**config.mk**
```make
export PLATFORM = sky130hd
export DESIGN_NAME = buffer_clear_flat
export DESIGN_NICKNAME = d
export VERILOG_FILES = /design/src/verilog/disp_pkg.sv /design/src/verilog/px_pkg.sv /design/src/verilog/buf_port_if.sv /design/src/verilog/buffer_clear.sv /design/src/flat_wrapper.sv
export SDC_FILE = /design/constraint.sdc
export NUM_CORES = 1
export LEC_CHECK = 0
export BUFFER_PORTS_ARGS = -buffer_cell sky130_fd_sc_hd__buf_2
export CORE_ASPECT_RATIO = 0.8
export CORE_MARGIN = 1
export CORE_UTILIZATION = 47
export CTS_CLUSTER_DIAMETER = 30
export DETAILED_ROUTE_END_ITERATION = 10
export GPL_TIMING_DRIVEN = 1
export PLACE_DENSITY = 0.81
export SLEW_MARGIN = 20
export SYNTH_ARGS = -nofsm -noshare
export SYNTH_HDL_FRONTEND = slang
export SYNTH_SLANG_ARGS = --single-unit
```
**constraint.sdc**
```tcl
create_clock -name clk_pix -period 5.05 [get_ports clk_pix]
set_clock_uncertainty 0.05 [all_clocks]
set_input_delay 0.7575 -clock clk_pix [delete_from_list [all_inputs] [get_ports clk_pix]]
set_output_delay 0.7575 -clock clk_pix [all_outputs]
set_load 0.005 [all_outputs]
```
**src/verilog/disp_pkg.sv**
```systemverilog
`default_nettype none

package disp_pkg;

    // 640x480 at 60 Hz, 25.175 MHz pixel clock
    localparam int H_ACTIVE = 640;
    localparam int H_FRONT  = 16;
    localparam int H_SYNC   = 96;
    localparam int H_BACK   = 48;
    localparam int H_TOTAL  = H_ACTIVE + H_FRONT + H_SYNC + H_BACK;

    localparam int V_ACTIVE = 480;
    localparam int V_FRONT  = 10;
    localparam int V_SYNC   = 2;
    localparam int V_BACK   = 33;
    localparam int V_TOTAL  = V_ACTIVE + V_FRONT + V_SYNC + V_BACK;

    localparam int COORD_W = 11;   // holds 0..H_TOTAL-1

    // frame and depth buffers share one geometry
    localparam int FB_W       = 160;
    localparam int FB_H       = 120;
    localparam int BUF_DEPTH  = FB_W * FB_H;
    localparam int BUF_ADDR_W = $clog2(BUF_DEPTH);

    // counters to pins: ram read, then palette and output register
    localparam int SCAN_LAT = 2;

endpackage

`default_nettype wire

```
**src/verilog/px_pkg.sv**
```systemverilog
`default_nettype none

package px_pkg;

    typedef logic [3:0]  color_idx_t;
    typedef logic [11:0] depth_t;

    typedef struct packed {
        logic [3:0] red;
        logic [3:0] green;
        logic [3:0] blue;
    } rgb_t;

    localparam color_idx_t FB_CLEAR = 4'd0;
    localparam depth_t     DB_CLEAR = 12'd4095;   // farthest depth

    // fixed colour lookup, index 0 is the cleared colour
    localparam rgb_t PALETTE [16] = '{
        12'h000, 12'h125, 12'h725, 12'h085,
        12'ha53, 12'h554, 12'hccc, 12'hffe,
        12'hf04, 12'hfa0, 12'hfe2, 12'h0e3,
        12'h2af, 12'h879, 12'hf7a, 12'hfca
    };

    localparam rgb_t BG_COLOR = 12'h137;

endpackage

`default_nettype wire

```
**src/verilog/buf_port_if.sv**
```systemverilog
`default_nettype none

interface buf_port_if
    import px_pkg::*;
#(
    parameter int ADDR_W = 15
);

    logic              req;
    logic              we;
    logic [ADDR_W-1:0] addr;
    color_idx_t        wr_idx;
    depth_t            wr_depth;
    logic              gnt;       // access happens in this cycle
    color_idx_t        rd_idx;    // valid one cycle after gnt
    depth_t            rd_depth;

    modport requester (
        output req, we, addr, wr_idx, wr_depth,
        input  gnt, rd_idx, rd_depth
    );

    modport arbiter (
        input  req, we, addr, wr_idx, wr_depth,
        output gnt, rd_idx, rd_depth
    );

endinterface

`default_nettype wire

```
**src/verilog/buffer_clear.sv**
```systemverilog
`default_nettype none

module buffer_clear
    import disp_pkg::*;
    import px_pkg::*;
(
    input  wire logic   clk_pix,
    input  wire logic   i_arst_n,
    input  wire logic   i_start,
    buf_port_if.requester clr_port,
    output logic        o_ready
);

    logic                  busy;
    logic [BUF_ADDR_W-1:0] addr;
    logic                  last;

    assign last = (addr == BUF_ADDR_W'(BUF_DEPTH - 1));

    // a sweep also runs straight out of reset
    always_ff @(posedge clk_pix or negedge i_arst_n) begin
        if (!i_arst_n) begin
            busy <= 1'b1;
            addr <= '0;
        end else if (i_start) begin
            busy <= 1'b1;
            addr <= '0;
        end else if (busy && clr_port.gnt) begin
            if (last) begin
                busy <= 1'b0;
                addr <= '0;
            end else begin
                addr <= addr + 1'b1;
            end
        end
    end

    assign clr_port.req      = busy;
    assign clr_port.we       = 1'b1;
    assign clr_port.addr     = addr;
    assign clr_port.wr_idx   = FB_CLEAR;
    assign clr_port.wr_depth = DB_CLEAR;

    assign o_ready = !busy;

endmodule

`default_nettype wire

```
**src/flat_wrapper.sv**
```systemverilog
// flat-port wrapper written by rule: the top's interface ports become plain ports
module buffer_clear_flat import disp_pkg::*; import px_pkg::*;
  (clk_pix, i_arst_n, i_start, o_ready, clr_port_req, clr_port_we, clr_port_addr, clr_port_wr_idx, clr_port_wr_depth, clr_port_gnt, clr_port_rd_idx, clr_port_rd_depth);
  buf_port_if clr_port_i ();
  input  wire logic clk_pix;
  input  wire logic i_arst_n;
  input  wire logic i_start;
  output logic o_ready;
  output wire logic [$bits(clr_port_i.req)-1:0] clr_port_req;
  output wire logic [$bits(clr_port_i.we)-1:0] clr_port_we;
  output wire logic [$bits(clr_port_i.addr)-1:0] clr_port_addr;
  output wire logic [$bits(clr_port_i.wr_idx)-1:0] clr_port_wr_idx;
  output wire logic [$bits(clr_port_i.wr_depth)-1:0] clr_port_wr_depth;
  input wire logic [$bits(clr_port_i.gnt)-1:0] clr_port_gnt;
  input wire logic [$bits(clr_port_i.rd_idx)-1:0] clr_port_rd_idx;
  input wire logic [$bits(clr_port_i.rd_depth)-1:0] clr_port_rd_depth;
  assign clr_port_req = clr_port_i.req;
  assign clr_port_we = clr_port_i.we;
  assign clr_port_addr = clr_port_i.addr;
  assign clr_port_wr_idx = clr_port_i.wr_idx;
  assign clr_port_wr_depth = clr_port_i.wr_depth;
  assign clr_port_i.gnt = clr_port_gnt;
  assign clr_port_i.rd_idx = clr_port_rd_idx;
  assign clr_port_i.rd_depth = clr_port_rd_depth;
  buffer_clear u_core (.clk_pix(clk_pix), .i_arst_n(i_arst_n), .i_start(i_start), .clr_port(clr_port_i), .o_ready(o_ready));
endmodule
```
==> impl_metrics.json <==
{
  "p_leak_nw": 0.504,
  "final_nets": 150,
  "grt_pass1_wl_microns": 3110,
  "die_h_microns": 42.8,
  "grtUsageMet2_pct": 28.1,
  "synth.distinct_cells": 30,
  "cp-end-kind": "register",
  "crit_chain": "a21oi_1 -> or2_2 -> or4_1 -> a21oi_1",
  "first_pass_iters": 4,
  "rsz0062_at_grt": "false",
  "stdcell_count": 152,
  "final_util_pct": 54.9,
  "core-area_sq_um": 1930,
  "status": "complete, no violations",
  "track_usage_pct": 19.1,
  "synth_edf_count": 0,
  "drtAntennaViolNets": 0,
  "drcViolationCount": 0,
  "setup_viol": 0,
  "cp.arrival_ns": 2.13,
  "cpMostUsedCell": "a21oi_1",
  "ys_async_sr_fraction_pct": 100,
  "reg2reg_from": "u_core.clr_port.req",
  "overflow": 0,
  "wl_microns": 1770,
  "cts_setup_buffers": 0,
  "grt_pass1_vias": 700,
  "dp_hpwl_microns": 1370,
  "cp_num_buf_inv": 0,
  "io_buffers": 20,
  "drv_slew": 0,
  "final_area_sq_um": 1060,
  "critPathMaxFanout": 11,
  "hold_violations": 0,
  "ir_worst_vdd_uv": 145,
  "startpoint_type": "register",
  "yosysTopAreaCell": "dfrtp_1",
  "critPathSlowestCell": "dfstp_2",
  "antenna_found_initial": 0,
  "seq_area_frac_synth_pct": 41.0,
  "cts_tree": "built",
  "synthFlopType": "dfrtp_1",
  "syn_inst": 108,
  "hold_ws_ns": 0.311,
  "n_antenna_cell": 0,
  "setup_tns_ns": 0,
  "clock_path_buffers": 2,
  "areaGrowthSynthToFinish_pct": 8.18,
  "synth_seq_cells": 16,
  "hold_buffers": 0,
  "synth_warnings": 0,
  "clk_pin_slew_ns": 0.09,
  "ios": 54,
  "die_x_microns": 53.0,
  "worst_pin_slew_ns": 0.754,
  "cts_resized": 0,
  "placed_area_sq_um": 1020,
  "routedWlPerCell_microns": 11.7,
  "numCtsBuffers": 3,
  "finalWorstPathRequiredPeriod_ns": 1.97,
  "critical_path_required_ns": 5.21,
  "cp_top_family": "simple AND/OR/NAND/NOR gates",
  "dp_slack_ns": 2.81,
  "power_uw": 230,
  "hp-class": "input pin to async pin",
  "dp.cells": 148,
  "grt.busiest_layer": "met2",
  "synth_area_leaders": "dfrtp_1, buf_4, xnor2_1",
  "grt_use_met3_pct": 6.45,
  "cts_sinks": 16,
  "grt_use_met1_pct": 26.8,
  "syn-cell-area_sq_um": 978,
  "max_freq_mhz": 507,
  "place.gp.congestion": 0.810,
  "crit_type": "register to register",
  "powerDensity_nw_per_um2": 217,
  "slowest_delay_ns": 0.60,
  "rows": 14,
  "die_area_sq_um": 2270,
  "period_share_pct": 39.1,
  "vias_per_cell": 5.13,
  "cap_violations": 0,
  "clkLatencyLatePin_ns": 0.29,
  "grt_max_degree": 17,
  "n_fill_cell": 196,
  "slew_headroom_pct": 49.7,
  "final_cell_mix": "buf_2, conb_1, dfrtp_1",
  "layout_commonest_cell": "buf_2",
  "synth.avg_cell_area_sq_um": 9.06,
  "start_util_pct": 50.8,
  "vias": 780,
  "clockRootBuffer": "clkbuf_4",
  "first_iter_violations": 34,
  "drive_above_1_share_pct": 21.9,
  "setup_ws_ns": 3.08,
  "startpoint": "u_core.clr_port.req",
  "h-tree-depth": 1,
  "synth_top_cell_area_share_pct": 38.4
}
[metal layers]
layer	up-vias	part of all wire [%]
li1	378	-
met1	376	48
met2	24	46
met3	2	5.5
met4	0	0.56
met5	-	0
[registers in the layout (all words and copies together), names as in the netlist]
register	flops
u_core.clr_port.addr	15
u_core.clr_port.req	1
[report_power, final]
part           total, mW  internal [mW]  leakage (nW)  switching (mW)
sequential         0.131          0.129         0.219         0.00166
combinational     0.0160        0.00422         0.264          0.0118
clock             0.0830         0.0439        0.0210          0.0391
[cells by family (layout without fill, tap and decap cells)]
group | after synthesis | after routing | synth area share, %
adders and majority gates | 1 | 1 | 1.28
and+or+nand+nor | 47 | 47 | 24.9
other | 2 | 17 | 0.768
buffers and inverters | 21 | 26 | 15.3
DFF | 16 | 16 | 41.0
AOI/OAI and AO/OA | 11 | 11 | 7.67
xor gates and xnor gates | 10 | 10 | 8.95
[path summary, 6_finish.rpt]
path | endpoint | slack [ns] | cells after the start
setup / recovery | u_core.clr_port.addr[13] | 3.08 | 4
setup reg to reg | u_core.clr_port.addr[13] | 3.08 | 4
hold / removal | u_core.clr_port.addr[5] | 0.31 | 1
max in group asynchronous | u_core.clr_port.req | 4.33 | 1
min in group clk_pix | u_core.clr_port.req | 0.51 | 2
hold reg to reg | u_core.clr_port.req | 0.51 | 2
[synthesized netlist by cell type, drive strengths merged, types with 2 or more instances]
cell and count:
a21oi 6, buf 18, conb 2, dfrtp 15
inv 2, nand2 8, nand3 6, nand4 4
nor2 13, nor3 2, nor4 4, o21ai 2
or2 2, or3 2, or4 2, xnor2 9
[cell type report]
type	count	area (sq um)	share of cell area (%)
clock buffers	4	36.3	3.43
inverters	2	7.51	0.709
multi-input cells	86	483	45.6
flip-flops and latches	16	402	37.9
well taps	24	30.0	2.84
repair buffers	20	100	9.46
[worst register-to-register path: stages (launching register included)]
cell and delay (ns):
dfstp_2 0.60, a21oi_1 0.24, or2_2 0.39, or4_1 0.47, a21oi_1 0.15
(Power assumes the default switching activity.)
