## src/verilog/disp_pkg.sv

```systemverilog
`default_nettype none

package disp_pkg;

    // 640x480 at 60 Hz, 25.175 MHz pixel clock
    localparam int H_ACTIVE = 640;
    localparam int H_FRONT  = 16;
    localparam int H_SYNC   = 96;
    localparam int H_BACK   = 48;
    localparam int H_TOTAL  = H_ACTIVE + H_FRONT + H_SYNC + H_BACK;

    localparam int V_ACTIVE = 480;
    localparam int V_FRONT  = 10;
    localparam int V_SYNC   = 2;
    localparam int V_BACK   = 33;
    localparam int V_TOTAL  = V_ACTIVE + V_FRONT + V_SYNC + V_BACK;

    localparam int COORD_W = 11;   // holds 0..H_TOTAL-1

    // frame and depth buffers share one geometry
    localparam int FB_W       = 160;
    localparam int FB_H       = 120;
    localparam int BUF_DEPTH  = FB_W * FB_H;
    localparam int BUF_ADDR_W = $clog2(BUF_DEPTH);

    // counters to pins: ram read, then palette and output register
    localparam int SCAN_LAT = 2;

endpackage

`default_nettype wire

```

## src/verilog/display_timing.sv

```systemverilog
`default_nettype none

module display_timing
    import disp_pkg::*;
(
    input  wire logic               clk_pix,
    input  wire logic               i_arst_n,
    output logic      [COORD_W-1:0] o_sx,
    output logic      [COORD_W-1:0] o_sy,
    output logic                    o_hsync,
    output logic                    o_vsync,
    output logic                    o_de,
    output logic                    o_frame
);

    logic [COORD_W-1:0] sx;
    logic [COORD_W-1:0] sy;
    logic               line_end;

    assign line_end = (sx == COORD_W'(H_TOTAL - 1));

    always_ff @(posedge clk_pix or negedge i_arst_n) begin
        if (!i_arst_n) begin
            sx <= '0;
            sy <= '0;
        end else if (line_end) begin
            sx <= '0;
            if (sy == COORD_W'(V_TOTAL - 1)) begin
                sy <= '0;
            end else begin
                sy <= sy + 1'b1;
            end
        end else begin
            sx <= sx + 1'b1;
        end
    end

    always_comb begin
        o_sx    = sx;
        o_sy    = sy;
        // sync pulses are active low
        o_hsync = !((sx >= H_ACTIVE + H_FRONT) && (sx < H_ACTIVE + H_FRONT + H_SYNC));
        o_vsync = !((sy >= V_ACTIVE + V_FRONT) && (sy < V_ACTIVE + V_FRONT + V_SYNC));
        o_de    = (sx < H_ACTIVE) && (sy < V_ACTIVE);
        o_frame = (sx == '0) && (sy == '0);
    end

    // the line counter wraps at H_TOTAL and never shows it
    a_sx_wrap: assert property (@(posedge clk_pix) disable iff (!i_arst_n)
        o_sx < H_TOTAL)
        else $error("display_timing: horizontal counter left its range");

endmodule

`default_nettype wire

```

## config.mk

```make
export PLATFORM = sky130hd
export DESIGN_NAME = display_timing
export DESIGN_NICKNAME = d
export VERILOG_FILES = /design/src/verilog/disp_pkg.sv /design/src/verilog/display_timing.sv
export SDC_FILE = /design/constraint.sdc
export NUM_CORES = 1
export LEC_CHECK = 0
export BUFFER_PORTS_ARGS = -buffer_cell sky130_fd_sc_hd__buf_2
export CAP_MARGIN = 20
export CORE_MARGIN = 1
export CORE_UTILIZATION = 52
export DETAILED_ROUTE_END_ITERATION = 10
export GPL_TIMING_DRIVEN = 0
export PLACE_DENSITY = 0.87
export SYNTH_ARGS = -nofsm -noshare
export SYNTH_HDL_FRONTEND = slang
export SYNTH_SLANG_ARGS = --single-unit
```

## constraint.sdc

```tcl
create_clock -name clk_pix -period 2.7 [get_ports clk_pix]
set_input_delay 0.135 -clock clk_pix [delete_from_list [all_inputs] [get_ports clk_pix]]
set_output_delay 0.135 -clock clk_pix [all_outputs]
set_load 0.005 [all_outputs]
```

==> metrics.txt, run 1 <==
outcome=finished clean; period utilisation layout=81.5%; Slew HR=59.5%; Max Fanout on Critical Path=10; Lkg Pwr=0.714 nW; CTS clk-pin slew, worst paths=120 ps; CTS root buf=clkbuf_4; R2R Path End=o_sy[1]; antenna violations before repair=0; # setup viols final=0; Synth Area per Inst=9.47 µm²; clk sinks=22; Post-CTS Setup Inserts=0; routability cong.=0.891; hold crit path type=primary input to async pin; Seq/Total Area, Yosys=45.8%; cts bufs inserted=3; post-synth cell types=30; Net Count, Synth=134; first-pass GRT wire length=4.31 mm; fin area=1420 µm²; Yosys top cell area share=45.8%; post-place instance area=1370 µm²; crit end category=flip-flop; total grt overflow=0; post-DP HPWL=1.90 mm; Final Max Tran Viols=0; # DRC=0; Slew @ Worst Pin=603 ps; CTS H-tree depth=1; I/O pin cnt=28; FMAX=0.455 GHz; latest clock arrival within the worst-skew pair=300 ps; vias per cell=5.87; count of state elements after synthesis=22; Max Cap Viol=0; final WL=2.56 mm; gr usage total=22.6%; synthesized instance count=127; Hold Violations, Final=0; post-route ant nets=0; area grow syn2layout=18.0%; DR vias=1097; power density over cell area=363 nW/µm²; Max Root-Sink Buffers=2; nets=167; synthesized area=1200 µm²; drt pass-1 iters=7; fin crit period=2200 ps; RSZ-0062 raised after global routing=no; largest net degree at the start of global routing=23; layout cells sized above 1=22.0%; Core Region=2190 µm²; critical path required time=2930 ps; vias in the first global route=997; Synth Warn #=0; antenna cells=0; Die Span Y=50.1 µm; Synth area leaders=dfrtp_1 (46%), ha_1 (5.2%), xnor2_1 (5.1%), nand3_1 (4.6%), xor2_1 (4.4%); RR Startpoint=o_sx[5]; Fill cells=193; CP Launch Point=o_sx[5]; area leader, netlist=dfrtp_1; full die area=2510 µm²; CP Launch Type=flip-flop; num rows=17; CTS tree=done; Worst VDD drop=0.281 mV; Starting Density=54.9%; Iteration-0 DRC Markers=19; setup tns final=0 ps; Worst Skew=3.59 ps; critical path data arrival time=2430 ps; routed length per instance=13.7 µm; port bufs=27; R2R Setup Slk=500 ps; kind of critical path=flip-flop to flip-flop; Worst R2R Path Depth=5; die width=50.1 µm
[cell families (layout without fill, tap and decap cells)]
family	Yosys count	after routing	share of synthesized area, %
flip-flops	22	22	45.8
AO/OA/AOI/OAI	14	14	6.76
buffers and inverters	11	43	4.06
AND/OR/NAND/NOR	62	62	28.7
XOR/XNOR	13	13	9.47
adder cells (fa/ha/maj)	5	5	5.20
[Yosys cell counts, drive strengths merged]
library cell  count
ha                5
inv               8
and4              3
a31oi             1
a21oi             4
xor2              6
buf               1
o2111ai           1
nand4             5
nand3            11
nor4b             1
nor2             11
clkbuf            2
o21ai             6
a31o              1
or3               3
dfrtp            22
o31ai             1
nor2b             1
and4b             1
xnor2             7
nand2b            1
nand2            11
nor4              5
and2              1
nor3              6
and3              1
or4               1
[flip-flops by register name, indices dropped and copies added, names as in the netlist]
register  flops
o_sx         11
o_sy         11
[stage by stage]
step	cells	power, W	hold slack [ps]	utilization, %	setup slack (ps)
global route	187	0.000540	331	64.8	324
floorplan	127	0.000336	-161	-	701
detailed placement	182	0.000343	123	62.6	537
CTS	187	0.000521	322	64.8	495
global placement	182	0.000343	116	62.6	595
finish	187	0.000515	314	64.8	500
[cell usage in the layout (no fill, tap or decap), types with 2 or more instances in the layout]
master,count
and4_1,3
dfrtp_1,22
inv_1,8
clkbuf_1,2
o21ai_0,5
nor2_1,11
xor2_1,6
buf_2,27
nor3_1,6
ha_1,5
nand2_1,11
clkbuf_4,3
nand3_1,11
or3_1,3
nand4_1,5
xnor2_1,7
nor4_1,4
a21oi_1,4
[metal layers]
layer	global-route usage, %	up-vias	wire (µm)
met1	28.5	533	1130
met3	4.01	6	153
li1	-	512	-
met4	8.10	0	35
met5	0	-	0
met2	38.2	46	1230
[critical path: stages (launching register included)]
cell      delay (ps)
dfrtp_1          480
or4_4            580
nor3_1           440
clkbuf_1         390
nand3_1          140
o21ai_0          110
[worst max-delay path by stage]
stage,end,slack [ps]
final,o_sy[1],500
after global routing,o_sy[1],320
after CTS,o_sy[1],500
after detailed placement,o_sy[1],540
after global placement,o_sy[1],600
after floorplan,o_sy[10],700
[cell type report]
class / count / area [µm²] / area share, %
Sequential cell: 22 / 551 / 38.8
Multi-Input combinational cell: 94 / 603 / 42.5
Buffer: 3 / 18.8 / 1.32
Tap cell: 28 / 35.0 / 2.47
Timing Repair Buffer: 28 / 145 / 10.2
Inverter: 8 / 30.0 / 2.12
Clock buffer: 4 / 36.3 / 2.56
[report_power, final]
part	internal, W	total (W)	leakage, nW	switching, W
Sequential	0.000329	0.000329	0.293	0
Combinational	0.00000146	0.00000790	0.400	0.00000644
Clock	0.0000823	0.000178	0.0210	0.0000957
Total	0.000413	0.000515	0.714	0.000102
[timing repair]
item | in CTS | in global routing
endpoints found under the hold margin | 22 | 0
hold buffers | 1 | 0
gates resized for setup | 0 | 0
No activity file was read; power rests on OpenSTA's default activity.
==> run 2, diff against run 1 <==
--- a/config.mk
+++ b/config.mk
@@ -8,10 +8,10 @@
 export BUFFER_PORTS_ARGS = -buffer_cell sky130_fd_sc_hd__buf_2
 export CAP_MARGIN = 20
 export CORE_MARGIN = 1
-export CORE_UTILIZATION = 52
+export CORE_UTILIZATION = 47
 export DETAILED_ROUTE_END_ITERATION = 10
 export GPL_TIMING_DRIVEN = 0
-export PLACE_DENSITY = 0.87
+export PLACE_DENSITY = 0.83
 export SYNTH_ARGS = -nofsm -noshare
 export SYNTH_HDL_FRONTEND = slang
 export SYNTH_SLANG_ARGS = --single-unit
==> constraint.sdc (replaced) <==
create_clock -name clk_pix -period 1.8 [get_ports clk_pix]
set_input_delay 0.09 -clock clk_pix [delete_from_list [all_inputs] [get_ports clk_pix]]
set_output_delay 0.09 -clock clk_pix [all_outputs]
set_load 0.005 [all_outputs]
==> metrics.txt, run 2 (same netlist as run 1, synthesis figures left out) <==
vias per cell=5.84; Final Util=68.9%; area grow syn2layout=32.9%; sequential power share=55.4%; DR vias=1162; fin crit period=1970 ps; Slew @ Worst Pin=500 ps; Max Fanout on Critical Path=4; crit end category=primary output; nets=179; Hold Violations, Final=0; drt pass-1 iters=4; Pwr Total=0.000892 W; first-pass GRT wire length=4.49 mm; final WL=2.87 mm; kind of critical path=flip-flop to primary output; num rows=17; vias in the first global route=996; combinational power share=1.3%; outcome=finished, violations left; critical path data arrival time=1880 ps; cts bufs inserted=3; full die area=2760 µm²; CTS H-tree depth=1; I/O pin cnt=28; critical-path cell list=or4_4, nor4_2, nand3_1, nor2_1, buf_2; FMAX=0.507 GHz; period utilisation layout=110%; routed length per instance=14.4 µm; # setup viols final=11; Crit path largest cell delay=570 ps; gr usage total=22.8%; Sw Share=19.2%; area of the multi-input gates=643 µm²; layout cells sized above 1=34.5%; latest clock arrival within the worst-skew pair=310 ps; critical path required time=1710 ps; antenna violations before repair=0; Worst VDD drop=0.513 mV; clock power share=43.3%; commonest non-fill, non-tap cell in the layout=buf_2; Sw Pwr=0.000171 W; hold crit path type=primary input to async pin; Die Span Y=52.6 µm; antenna cells=0; Cell Int Power=0.000721 W; commonest cells after routing, fill and taps aside=buf_2 (27), dfrtp_1 (18), nand2_1 (11), nor2_1 (11), nand3_1 (11); CTS root buf=clkbuf_4; post-place instance area=1380 µm²; total grt overflow=0; largest net degree at the start of global routing=23; RSZ-0062 raised after global routing=yes; routability cong.=0.857; post-DP HPWL=1.94 mm; Fill cells=171; setup ws final=-172 ps; RR Startpoint=o_sx[7]; Max Cap Viol=0; port bufs=27; Final Max Tran Viols=0; final hold slack=256 ps; Lkg Pwr=0.811 nW; post-route ant nets=0; CTS tree=done; CP Launch Type=flip-flop; Starting Density=51.9%; Core Region=2320 µm²; setup tns final=-540 ps; violated checks=setup timing; flip-flop and latch area=556 µm²; power density over cell area=558 nW/µm²; die width=52.6 µm; R2R Setup Slk=-90 ps; clk sinks=22; Worst Skew=2.75 ps; Iteration-0 DRC Markers=17; CP Launch Point=o_sx[7]; CTS clk-pin slew, worst paths=130 ps; # DRC=0; fin area=1600 µm²; Slew HR=66.7%; Max Root-Sink Buffers=2; slowest cell on the critical path=or4_4
==> run 2: cell count changes in the layout (fill, tap and decap cells not counted), sizes merged <==
cell	delta
buf	+13
bufinv	+1
clkbuf	-2
==> run 2: layout make-up <==
type / count / area share, %
multi-input combinational: 94 / 40.3
sequential: 22 / 34.8
timing repair buffer: 41 / 16.4
tap: 28 / 2.19
clock inverter: 1 / 1.88
inverter: 8 / 1.88
clock buffer: 3 / 1.41
buffer: 2 / 1.17
==> run 2: power by group through the flow <==
stage / combinational, W / sequential, W / clock, W
floorplan: 0.000000000271 / 0.000504 / 0
global route: 0.0000143 / 0.000494 / 0.000411
global placement: 0.0000104 / 0.000504 / 0
finish: 0.0000118 / 0.000494 / 0.000386
CTS: 0.0000127 / 0.000494 / 0.000386
detailed placement: 0.0000110 / 0.000504 / 0
==> run 2: final timing paths <==
| path | end | cells past startpoint |
|---|---|---|
| max | o_frame | 5 |
| max in group asynchronous | o_sx[7] | 2 |
| min | o_sy[8] | 2 |
| min reg2reg | o_sx[0] | 1 |
| max reg2reg | o_sy[3] | 4 |
| min in group clk_pix | o_sx[0] | 1 |
==> run 2: timing repair <==
item	4_1_cts	5_1_grt
setup endpoints to repair	18	18
buffers inserted	7	6
endpoints found under the hold margin	22	0
pin swaps	2	6
hold buffers	1	0
gates resized for setup	9	9
==> run 2: critical path: cells and delay by family, from the launching register on <==
family / cells / cell delay (ps)
flip-flops: 1 / 430
buffers and inverters: 1 / 130
AND/OR/NAND/NOR: 4 / 1020
==> run 2: metal layers <==
layer  GRT usage [%]  wire length (µm)
met3            2.61               147
met5               0                 0
met4            9.21                55
met2            37.8              1400
met1            30.2              1270
==> run 2: stage by stage <==
| stage | setup slack, ps | cells |
|---|---|---|
| 2_1_floorplan | -58.5 | 127 |
| 3_3_place_gp | -201 | 182 |
| 3_5_place_dp | -222 | 182 |
| 4_1_cts | -102 | 194 |
| 5_1_grt | -223 | 199 |
| 6_report | -172 | 199 |
