## config.mk

```make
export PLATFORM = sky130hd
export DESIGN_NAME = buffer_arbiter_flat
export DESIGN_NICKNAME = d
export VERILOG_FILES = /design/src/verilog/disp_pkg.sv /design/src/verilog/px_pkg.sv /design/src/verilog/buf_port_if.sv /design/src/verilog/buffer_arbiter.sv /design/src/flat_wrapper.sv
export SDC_FILE = /design/constraint.sdc
export NUM_CORES = 1
export LEC_CHECK = 0
export BUFFER_PORTS_ARGS = -buffer_cell sky130_fd_sc_hd__buf_2
export CORE_MARGIN = 4
export CORE_UTILIZATION = 41
export CTS_BUF_LIST = sky130_fd_sc_hd__clkbuf_8
export CTS_CLUSTER_DIAMETER = 60
export CTS_CLUSTER_SIZE = 30
export DETAILED_ROUTE_END_ITERATION = 12
export GPL_TIMING_DRIVEN = 0
export PLACE_DENSITY = 0.95
export SETUP_SLACK_MARGIN = 0.2
export SLEW_MARGIN = 5
export SYNTH_ARGS = -nofsm -noshare
export SYNTH_HDL_FRONTEND = slang
export SYNTH_SLANG_ARGS = --single-unit
```

## constraint.sdc

```tcl
create_clock -name clk_pix -period 2.3 [get_ports clk_pix]
set_clock_uncertainty 0.1 [all_clocks]
set_input_delay 0.575 -clock clk_pix [delete_from_list [all_inputs] [get_ports clk_pix]]
set_output_delay 0.575 -clock clk_pix [all_outputs]
set_load 0.02 [all_outputs]
```

## src/verilog/disp_pkg.sv

```systemverilog
`default_nettype none

package disp_pkg;

    // 640x480 at 60 Hz, 25.175 MHz pixel clock
    localparam int H_ACTIVE = 640;
    localparam int H_FRONT  = 16;
    localparam int H_SYNC   = 96;
    localparam int H_BACK   = 48;
    localparam int H_TOTAL  = H_ACTIVE + H_FRONT + H_SYNC + H_BACK;

    localparam int V_ACTIVE = 480;
    localparam int V_FRONT  = 10;
    localparam int V_SYNC   = 2;
    localparam int V_BACK   = 33;
    localparam int V_TOTAL  = V_ACTIVE + V_FRONT + V_SYNC + V_BACK;

    localparam int COORD_W = 11;   // holds 0..H_TOTAL-1

    // frame and depth buffers share one geometry
    localparam int FB_W       = 160;
    localparam int FB_H       = 120;
    localparam int BUF_DEPTH  = FB_W * FB_H;
    localparam int BUF_ADDR_W = $clog2(BUF_DEPTH);

    // counters to pins: ram read, then palette and output register
    localparam int SCAN_LAT = 2;

endpackage

`default_nettype wire

```

## src/verilog/px_pkg.sv

```systemverilog
`default_nettype none

package px_pkg;

    typedef logic [3:0]  color_idx_t;
    typedef logic [11:0] depth_t;

    typedef struct packed {
        logic [3:0] red;
        logic [3:0] green;
        logic [3:0] blue;
    } rgb_t;

    localparam color_idx_t FB_CLEAR = 4'd0;
    localparam depth_t     DB_CLEAR = 12'd4095;   // farthest depth

    // fixed colour lookup, index 0 is the cleared colour
    localparam rgb_t PALETTE [16] = '{
        12'h000, 12'h125, 12'h725, 12'h085,
        12'ha53, 12'h554, 12'hccc, 12'hffe,
        12'hf04, 12'hfa0, 12'hfe2, 12'h0e3,
        12'h2af, 12'h879, 12'hf7a, 12'hfca
    };

    localparam rgb_t BG_COLOR = 12'h137;

endpackage

`default_nettype wire

```

## src/verilog/buf_port_if.sv

```systemverilog
`default_nettype none

interface buf_port_if
    import px_pkg::*;
#(
    parameter int ADDR_W = 15
);

    logic              req;
    logic              we;
    logic [ADDR_W-1:0] addr;
    color_idx_t        wr_idx;
    depth_t            wr_depth;
    logic              gnt;       // access happens in this cycle
    color_idx_t        rd_idx;    // valid one cycle after gnt
    depth_t            rd_depth;

    modport requester (
        output req, we, addr, wr_idx, wr_depth,
        input  gnt, rd_idx, rd_depth
    );

    modport arbiter (
        input  req, we, addr, wr_idx, wr_depth,
        output gnt, rd_idx, rd_depth
    );

endinterface

`default_nettype wire

```

## src/verilog/buffer_arbiter.sv

```systemverilog
`default_nettype none

module buffer_arbiter
    import disp_pkg::*;
    import px_pkg::*;
(
    input  wire logic                  clk_pix,
    input  wire logic                  i_arst_n,
    input  wire logic                  i_wr_stb,
    input  wire logic [BUF_ADDR_W-1:0] i_wr_addr,
    input  wire color_idx_t            i_wr_idx,
    input  wire depth_t                i_wr_depth,
    input  wire logic                  i_ready,
    output logic                       o_wr_busy,
    buf_port_if.arbiter                scan_port,
    buf_port_if.arbiter                clr_port,
    output logic                       o_fb_we,
    output logic                       o_db_we,
    output logic      [BUF_ADDR_W-1:0] o_addr,
    output color_idx_t                 o_fb_wdata,
    output depth_t                     o_db_wdata,
    input  wire color_idx_t            i_fb_rdata,
    input  wire depth_t                i_db_rdata
);

    logic                  held_vld;
    logic [BUF_ADDR_W-1:0] held_addr;
    color_idx_t            held_idx;
    depth_t                held_depth;
    logic                  wr_gnt;
    logic                  wr_load;

    assign wr_load = i_wr_stb && i_ready;   // writes during a clear are dropped

    // scan-out first, then clear, then the held raster write
    assign scan_port.gnt = scan_port.req;
    assign clr_port.gnt  = clr_port.req && !scan_port.req;
    assign wr_gnt        = held_vld && !scan_port.req && !clr_port.req;

    always_comb begin
        if (scan_port.req) begin
            o_addr     = scan_port.addr;
            o_fb_we    = scan_port.we;
            o_db_we    = scan_port.we;
            o_fb_wdata = scan_port.wr_idx;
            o_db_wdata = scan_port.wr_depth;
        end else if (clr_port.req) begin
            o_addr     = clr_port.addr;
            o_fb_we    = clr_port.we;
            o_db_we    = clr_port.we;
            o_fb_wdata = clr_port.wr_idx;
            o_db_wdata = clr_port.wr_depth;
        end else begin
            o_addr     = held_addr;
            o_fb_we    = wr_gnt;
            o_db_we    = wr_gnt;
            o_fb_wdata = held_idx;
            o_db_wdata = held_depth;
        end
    end

    // read data fans back to every requester
    assign scan_port.rd_idx   = i_fb_rdata;
    assign scan_port.rd_depth = i_db_rdata;
    assign clr_port.rd_idx    = i_fb_rdata;
    assign clr_port.rd_depth  = i_db_rdata;

    always_ff @(posedge clk_pix or negedge i_arst_n) begin
        if (!i_arst_n) begin
            held_vld <= 1'b0;
        end else if (wr_load) begin
            held_vld <= 1'b1;
        end else if (wr_gnt || !i_ready) begin
            held_vld <= 1'b0;   // written, or wiped by a starting clear
        end
    end

    always_ff @(posedge clk_pix) begin
        if (wr_load) begin
            held_addr  <= i_wr_addr;
            held_idx   <= i_wr_idx;
            held_depth <= i_wr_depth;
        end
    end

    assign o_wr_busy = held_vld;

    // scan-out only reads, so memory writes come from clear or the held write
    a_scan_no_write: assert property (@(posedge clk_pix) disable iff (!i_arst_n)
        (o_fb_we || o_db_we) |-> (clr_port.gnt || wr_gnt))
        else $error("buffer_arbiter: memory write during a scan-out grant");

    a_no_stb_busy: assert property (@(posedge clk_pix) disable iff (!i_arst_n)
        i_wr_stb |-> !o_wr_busy)
        else $error("buffer_arbiter: write strobe while the holding register is full");

endmodule

`default_nettype wire

```

## src/flat_wrapper.sv

```systemverilog
// flat-port wrapper written by rule: the top's interface ports become plain ports
module buffer_arbiter_flat import disp_pkg::*; import px_pkg::*;
  (clk_pix, i_arst_n, i_wr_stb, i_wr_addr, i_wr_idx, i_wr_depth, i_ready, o_wr_busy, o_fb_we, o_db_we, o_addr, o_fb_wdata, o_db_wdata, i_fb_rdata, i_db_rdata, scan_port_req, scan_port_we, scan_port_addr, scan_port_wr_idx, scan_port_wr_depth, scan_port_gnt, scan_port_rd_idx, scan_port_rd_depth, clr_port_req, clr_port_we, clr_port_addr, clr_port_wr_idx, clr_port_wr_depth, clr_port_gnt, clr_port_rd_idx, clr_port_rd_depth);
  buf_port_if scan_port_i ();
  buf_port_if clr_port_i ();
  input  wire logic clk_pix;
  input  wire logic i_arst_n;
  input  wire logic i_wr_stb;
  input  wire logic [BUF_ADDR_W-1:0] i_wr_addr;
  input  wire color_idx_t i_wr_idx;
  input  wire depth_t i_wr_depth;
  input  wire logic i_ready;
  output logic o_wr_busy;
  output logic o_fb_we;
  output logic o_db_we;
  output logic      [BUF_ADDR_W-1:0] o_addr;
  output color_idx_t o_fb_wdata;
  output depth_t o_db_wdata;
  input  wire color_idx_t i_fb_rdata;
  input  wire depth_t i_db_rdata;
  input wire logic [$bits(scan_port_i.req)-1:0] scan_port_req;
  input wire logic [$bits(scan_port_i.we)-1:0] scan_port_we;
  input wire logic [$bits(scan_port_i.addr)-1:0] scan_port_addr;
  input wire logic [$bits(scan_port_i.wr_idx)-1:0] scan_port_wr_idx;
  input wire logic [$bits(scan_port_i.wr_depth)-1:0] scan_port_wr_depth;
  output wire logic [$bits(scan_port_i.gnt)-1:0] scan_port_gnt;
  output wire logic [$bits(scan_port_i.rd_idx)-1:0] scan_port_rd_idx;
  output wire logic [$bits(scan_port_i.rd_depth)-1:0] scan_port_rd_depth;
  input wire logic [$bits(clr_port_i.req)-1:0] clr_port_req;
  input wire logic [$bits(clr_port_i.we)-1:0] clr_port_we;
  input wire logic [$bits(clr_port_i.addr)-1:0] clr_port_addr;
  input wire logic [$bits(clr_port_i.wr_idx)-1:0] clr_port_wr_idx;
  input wire logic [$bits(clr_port_i.wr_depth)-1:0] clr_port_wr_depth;
  output wire logic [$bits(clr_port_i.gnt)-1:0] clr_port_gnt;
  output wire logic [$bits(clr_port_i.rd_idx)-1:0] clr_port_rd_idx;
  output wire logic [$bits(clr_port_i.rd_depth)-1:0] clr_port_rd_depth;
  assign scan_port_i.req = scan_port_req;
  assign scan_port_i.we = scan_port_we;
  assign scan_port_i.addr = scan_port_addr;
  assign scan_port_i.wr_idx = scan_port_wr_idx;
  assign scan_port_i.wr_depth = scan_port_wr_depth;
  assign scan_port_gnt = scan_port_i.gnt;
  assign scan_port_rd_idx = scan_port_i.rd_idx;
  assign scan_port_rd_depth = scan_port_i.rd_depth;
  assign clr_port_i.req = clr_port_req;
  assign clr_port_i.we = clr_port_we;
  assign clr_port_i.addr = clr_port_addr;
  assign clr_port_i.wr_idx = clr_port_wr_idx;
  assign clr_port_i.wr_depth = clr_port_wr_depth;
  assign clr_port_gnt = clr_port_i.gnt;
  assign clr_port_rd_idx = clr_port_i.rd_idx;
  assign clr_port_rd_depth = clr_port_i.rd_depth;
  buffer_arbiter u_core (.clk_pix(clk_pix), .i_arst_n(i_arst_n), .i_wr_stb(i_wr_stb), .i_wr_addr(i_wr_addr), .i_wr_idx(i_wr_idx), .i_wr_depth(i_wr_depth), .i_ready(i_ready), .o_wr_busy(o_wr_busy), .scan_port(scan_port_i), .clr_port(clr_port_i), .o_fb_we(o_fb_we), .o_db_we(o_db_we), .o_addr(o_addr), .o_fb_wdata(o_fb_wdata), .o_db_wdata(o_db_wdata), .i_fb_rdata(i_fb_rdata), .i_db_rdata(i_db_rdata));
endmodule
```

==> reports/results.ini, run 1 <==
[sta]
maxSlewHeadroom_pct=49.4
worst_slew_pin_slew_ns=0.759
rsz0062_at_grt=false
fin_crit_ns=2.02
maxSlewViolCount=0
setup_tns_ns=0
post-route-period-util_pct=87.9
hold_ws_ns=0.370
timing.fmax_mhz=495
setup_viol_count_final=0
hold_viol=0

[power]
vdd_drop_max_mv=0.432
leakage_nw=1.55
power_density_nw_per_um2=531

[clocking]
cts_buffers=5
post-cts-setup-buffers=0
cts_buffer_depth=2
clk_latency_ns=0.27
cts.reportedPaths.clkPinSlew_ns=0.07
cts_root_buffer=clkbuf_8
cts_tree=done
cts_sinks=32
htreeDepth=2

[synth]
ys_ff_latch=32
synth_top_area_share_pct=47.8
syn_nets=294
synthesis.area_um2=1950
synth_cells=177
ys_warn_count=0
ys_types=14
syn_area_per_cell_um2=11.0
synth-seq-area-share_pct=49.1
yosysTopAreaCell=edfxtp_1
synth.top_cells.by_area=edfxtp_1, mux2i_1, buf_4

[global_route]
grt_pass1_vias=1977
grt_pass1_wl_um=9220
met1_usage_pct=18.2
top_usage_layer=met2
antenna_found_initial=0
grt_max_degree=32
met3_usage_pct=6.91
grt_use_met2_pct=40.0
grt.total_usage_pct=19.6
overflow=0

[drt]
drtAntennaViolNets=0
firstDrtPassIters=4
drc=0
wl_per_cell_um=15.2
vias=1944
drt-total-wl_um=6110
via_per_inst=4.82
initialDrtViolationCount=41

[finish]
final_nets=468
diodes=0
instances_no_fill=403
design_area_um2=2930
drive_gt1_share_pct=61.5
utilization_pct=65.5
areaGrowthSynthToFinish_pct=50.7

[floorplanning]
die_width_um=76.9
ios=185
die_y_um=76.9
core_area_um2=4470
row_count=24
start_util_pct=43.5
die-area_um2=5910

[worst_setup_path]
crit_type=input port to output port
path_max_fanout=10
worstPathRequired_ns=1.62
cp.arrival_ns=1.35
crit_path_end_kind=output port
startpoint_type=input port

[placement]
portBuffers=166
gp_congestion=0.791
placed_area_um2=2840
dp_hpwl_um=5040
place_inst=395

[run_status]
status=finished clean

[flow_run]
drv_cap=0

[min_path]
hold_class=input port to flop

[registers in the layout (all words and copies together), names as in the netlist]
register and cells:
u_core.held_depth 12, u_core.held_idx 4, u_core.held_addr 15, u_core.o_wr_busy 1
[cell usage after synthesis]
master	number
clkbuf_1	2
buf_6	1
mux2i_1	32
buf_4	35
o21ai_1	29
nand2_1	32
o21a_1	2
nor2b_1	1
and2_1	1
buf_12	3
o21ai_0	3
edfxtp_1	31
buf_2	4
dfrtp_1	1
[path summary, 6_finish.rpt]
kind | from | end | slack, ns | depth (start not counted)
max in group asynchronous | i_arst_n | u_core.o_wr_busy | 1.53 | 2
min in group asynchronous | i_arst_n | u_core.o_wr_busy | 0.49 | 2
max | clr_port_req | o_addr[1] | 0.28 | 5
min | i_wr_depth[10] | u_core.held_depth[10] | 0.37 | 1
min reg2reg | u_core.o_wr_busy | u_core.o_wr_busy | 0.51 | 2
max reg2reg | u_core.o_wr_busy | u_core.o_wr_busy | 1.45 | 2
[power breakdown]
| group | internal (mW) | total (mW) | switching [mW] |
|---|---|---|---|
| Clock | 0.201 | 0.395 | 0.194 |
| Sequential | 0.684 | 0.696 | 0.0120 |
| Combinational | 0.216 | 0.467 | 0.250 |
[cells in the final DEF, fill, tap and decap left out, drive strengths merged]
cell type	netlist	layout
o21ai	32	32
buf	43	209
nor2b	1	1
o21a	2	2
dlygate4sd3	0	1
dfrtp	1	1
mux2i	32	32
nand2	32	32
clkbuf	2	7
clkinv	0	1
and2	1	1
inv	0	1
edfxtp	31	31
[critical path, cell delays in order]
cell     delay, ns
buf_6         0.14
buf_12        0.15
mux2i_1       0.22
o21ai_1       0.08
buf_2         0.18
[metrics by stage]
stage	setup WS [ns]	power, mW
floorplan	0.213	0.985
global route	0.223	1.63
global placement	0.109	1.16
detailed placement	0.0335	1.18
CTS	0.230	1.57
finish	0.278	1.56
[cell type report]
cell class | count | area (um^2)
multi-input cells | 100 | 629
repair buffers | 167 | 841
flip-flops and latches | 32 | 956
well taps | 52 | 65.1
fillers | 360 | 1540
clock buffers | 5 | 68.8
plain buffers | 45 | 364
clock inverters | 2 | 8.76
[cell families after synthesis]
group | count (synthesis) | share of synthesized area [%]
flip-flops | 32 | 49.1
AO/OA/AOI/OAI | 34 | 9.00
buffers and inverters | 45 | 18.6
multiplexers | 32 | 16.5
AND/OR/NAND/NOR | 34 | 6.82
[per-layer routing]
| metal | routed length [um] | share of wire (%) | up-vias |
|---|---|---|---|
| met4 | 54 | 0.88 | 0 |
| met3 | 640 | 10 | 7 |
| met2 | 3490 | 57 | 119 |
| met1 | 1930 | 32 | 883 |
| met5 | 0 | 0 | - |
| li1 | - | - | 935 |
[repair_timing]
action / in CTS / in global routing
resized for setup: 0 / 2
hold endpoints to repair: 1 / 0
hold buffers: 1 / 0
setup endpoints to repair: 0 / 1
Note: power is estimated with default switching activity, not from simulation.
==> run 2: changes to the inputs <==
--- a/config.mk
+++ b/config.mk
@@ -5,7 +5,9 @@
 export SDC_FILE = /design/constraint.sdc
 export NUM_CORES = 1
 export LEC_CHECK = 0
+export ABC_AREA = 1
 export BUFFER_PORTS_ARGS = -buffer_cell sky130_fd_sc_hd__buf_2
+export CORE_ASPECT_RATIO = 1.1
 export CORE_MARGIN = 4
 export CORE_UTILIZATION = 41
 export CTS_BUF_LIST = sky130_fd_sc_hd__clkbuf_8
==> constraint.sdc (replaced) <==
create_clock -name clk_pix -period 2.5 [get_ports clk_pix]
set_clock_uncertainty 0.1 [all_clocks]
set_input_delay 0.625 -clock clk_pix [delete_from_list [all_inputs] [get_ports clk_pix]]
set_output_delay 0.625 -clock clk_pix [all_outputs]
set_load 0.02 [all_outputs]
==> run 2 against run 1 <==
Against the previous run: via count up 9.5%; synthesized cell count up 22%; design area down 0.21%; die area down 0.44%; critical path type unchanged; sequential power down 8.0%.
==> reports/results.ini, run 2 <==
[run_status]
status=finished clean

[power]
leakage_nw=1.56  ; +0.69%
vdd_drop_max_mv=0.574  ; +33%
power_density_nw_per_um2=489  ; -7.8%

[sta]
post-route-period-util_pct=85.6
worst_slew_pin_slew_ns=1.15  ; +0.391 ns
setup_viol_count_final=0  ; unchanged
maxSlewViolCount=0  ; unchanged
fin_crit_ns=2.14
timing.fmax_mhz=467
maxSlewHeadroom_pct=23.3  ; -26 points
setup_tns_ns=0  ; unchanged
hold_ws_ns=0.419  ; +0.0493 ns
rsz0062_at_grt=false
hold_viol=0  ; unchanged

[drt]
via_per_inst=4.78  ; -0.82%
firstDrtPassIters=4  ; unchanged
drtAntennaViolNets=0  ; unchanged
drc=0  ; unchanged
vias=2129  ; +9.5%
initialDrtViolationCount=136  ; +230%
wl_per_cell_um=14.1  ; -7.2%
drt-total-wl_um=6260  ; +2.5%

[worst_setup_path]
reg2reg_depth=2  ; unchanged
worstPathRequired_ns=1.77  ; +0.15 ns
timing.rr.start=u_core.o_wr_busy
startpoint_type=input port
cp.arrival_ns=1.41  ; +0.06 ns
crit_path_end_kind=output port
crit_type=input port to output port
r2r_setup_slack_ns=1.73  ; +0.28 ns
r2r_end=u_core.o_wr_busy
path_max_fanout=10  ; unchanged

[placement]
gp_congestion=0.808  ; +2.2%
dp_hpwl_um=5200  ; +3.2%
portBuffers=166  ; unchanged

[synth]
ys_ff_latch=32  ; unchanged
synth_top_area_share_pct=48.1  ; +0.25 points
synth-seq-area-share_pct=49.4  ; +0.25 points
syn_nets=333  ; +13%
yosysTopAreaCell=edfxtp_1
synth_edf_count=31  ; unchanged
synth.top_cells.by_area=edfxtp_1, nand3_1, buf_4
ys_warn_count=0  ; unchanged
synthFlopType=edfxtp_1
async_reset_ff_share_pct=3.13  ; unchanged
ys_types=12  ; -2
synth_cells=216  ; +22%
syn_area_per_cell_um2=8.96  ; -18%
synthesis.area_um2=1940  ; -0.51%
synthTopCellsByCount=nand2_1, nand3_1, buf_4
yosysMostFrequentCell=nand2_1

[floorplanning]
die_width_um=73.5  ; -4.4%
start_util_pct=43.6  ; +0.093 points
die-area_um2=5890  ; -0.44%
die_y_um=80.1  ; +4.1%
core_area_um2=4440  ; -0.73%
row_count=25  ; +4.2%
ios=185  ; unchanged

[clocking]
cts_sinks=32  ; unchanged
post-cts-setup-buffers=0  ; unchanged
cts_hold_buf=0  ; -1
cts_buffer_depth=2  ; unchanged
clk_latency_ns=0.27  ; about the same
cts_buffers=5  ; unchanged
cts_resized=0  ; unchanged
cts.reportedPaths.clkPinSlew_ns=0.07  ; about the same
cts_root_buffer=clkbuf_8
cts_tree=done
htreeDepth=2  ; unchanged

[global_route]
overflow=0  ; unchanged
grt_max_degree=32  ; unchanged
grt_pass1_vias=2006  ; +1.5%
grt.total_usage_pct=19.8  ; +0.26 points
antenna_found_initial=0  ; unchanged
grt_pass1_wl_um=8890  ; -3.6%

[finish]
areaGrowthSynthToFinish_pct=51.2
drive_gt1_share_pct=57.0  ; -4.5 points
layout_commonest_cell=buf_2
layout_common_cells=buf_2, nand2_1, nand3_1
diodes=0  ; unchanged
top_regs=u_core.held_addr (15), u_core.held_depth (12), u_core.held_idx (4)
regMostFlops=u_core.held_addr
largest_reg_flops=15  ; unchanged
final_nets=507  ; +8.3%

[flow_run]
drv_cap=0  ; unchanged

[min_path]
hold_path_end=u_core.held_addr[1]
hold_class=input port to flop
hp-start=i_wr_addr[1]
min_path_cells=1  ; unchanged

## run 2: cell count changes in the layout (fill, tap and decap cells not counted), sizes merged
cell / delta
and2: -1
buf: +5
clkbuf: -2
clkinv: +2
inv: +2
mux2i: -32
nand2: +34
nand3: +64
nor2: +2
nor2b: -1
o21a: -2
o21ai: -31
## run 2: power by group
part | total (mW) | internal (mW) | switching, mW
clock network | 0.365 | 0.188 | 0.176
logic | 0.428 | 0.188 | 0.239
registers | 0.640 | 0.630 | 0.0103
## run 2: worst max-delay path: stages
cell and delay [ns]:
buf_4 0.16, buf_2 0.23, nand3_1 0.11, nand3_1 0.11, buf_2 0.17
## run 2: worst max-delay path by stage
stage,from,endpoint,cells past startpoint
floorplan,clr_port_req,o_fb_we,5
global placement,clr_port_req,o_db_wdata[9],5
detailed placement,clr_port_req,o_db_wdata[9],5
CTS,clr_port_req,o_db_wdata[9],5
global route,clr_port_req,o_fb_wdata[2],5
finish,clr_port_req,o_db_wdata[1],5
## run 2: cell families after synthesis
kind of cell	after synthesis	share of synthesized area, %
AND/OR/NAND/NOR	132	30.6
buffers and inverters	51	19.8
flip-flops	32	49.4
AO/OA/AOI/OAI	1	0.258
## run 2: layout make-up
type	instances	area (um^2)
Fill cell	362	1520
Sequential cell	32	956
Timing Repair Buffer	167	841
Multi-Input combinational cell	133	597
Buffer	48	372
Clock buffer	5	68.8
Tap cell	54	67.6
Clock inverter	3	13.8
Inverter	3	11.3
## run 2: per-stage QoR
| step | setup WS, ns | util, % | total power [mW] | cell area (um^2) | instances |
|---|---|---|---|---|---|
| finish | 0.361 | 65.9 | 1.43 | 2930 | 445 |
| global route | 0.294 | 65.9 | 1.51 | 2930 | 445 |
| CTS | 0.343 | 65.7 | 1.45 | 2920 | 444 |
| detailed placement | 0.344 | 63.8 | 1.08 | 2830 | 436 |
| global placement | 0.318 | 63.8 | 1.07 | 2830 | 436 |
| floorplan | 0.448 | - | 0.901 | 1940 | 216 |
## run 2: layer usage
metal	GRT usage, %	share of wire (%)	wire, um
met5	0	0	0
met4	7.07	1.6	101
met3	5.51	13	809
met2	38.7	55	3430
met1	19.3	31	1920
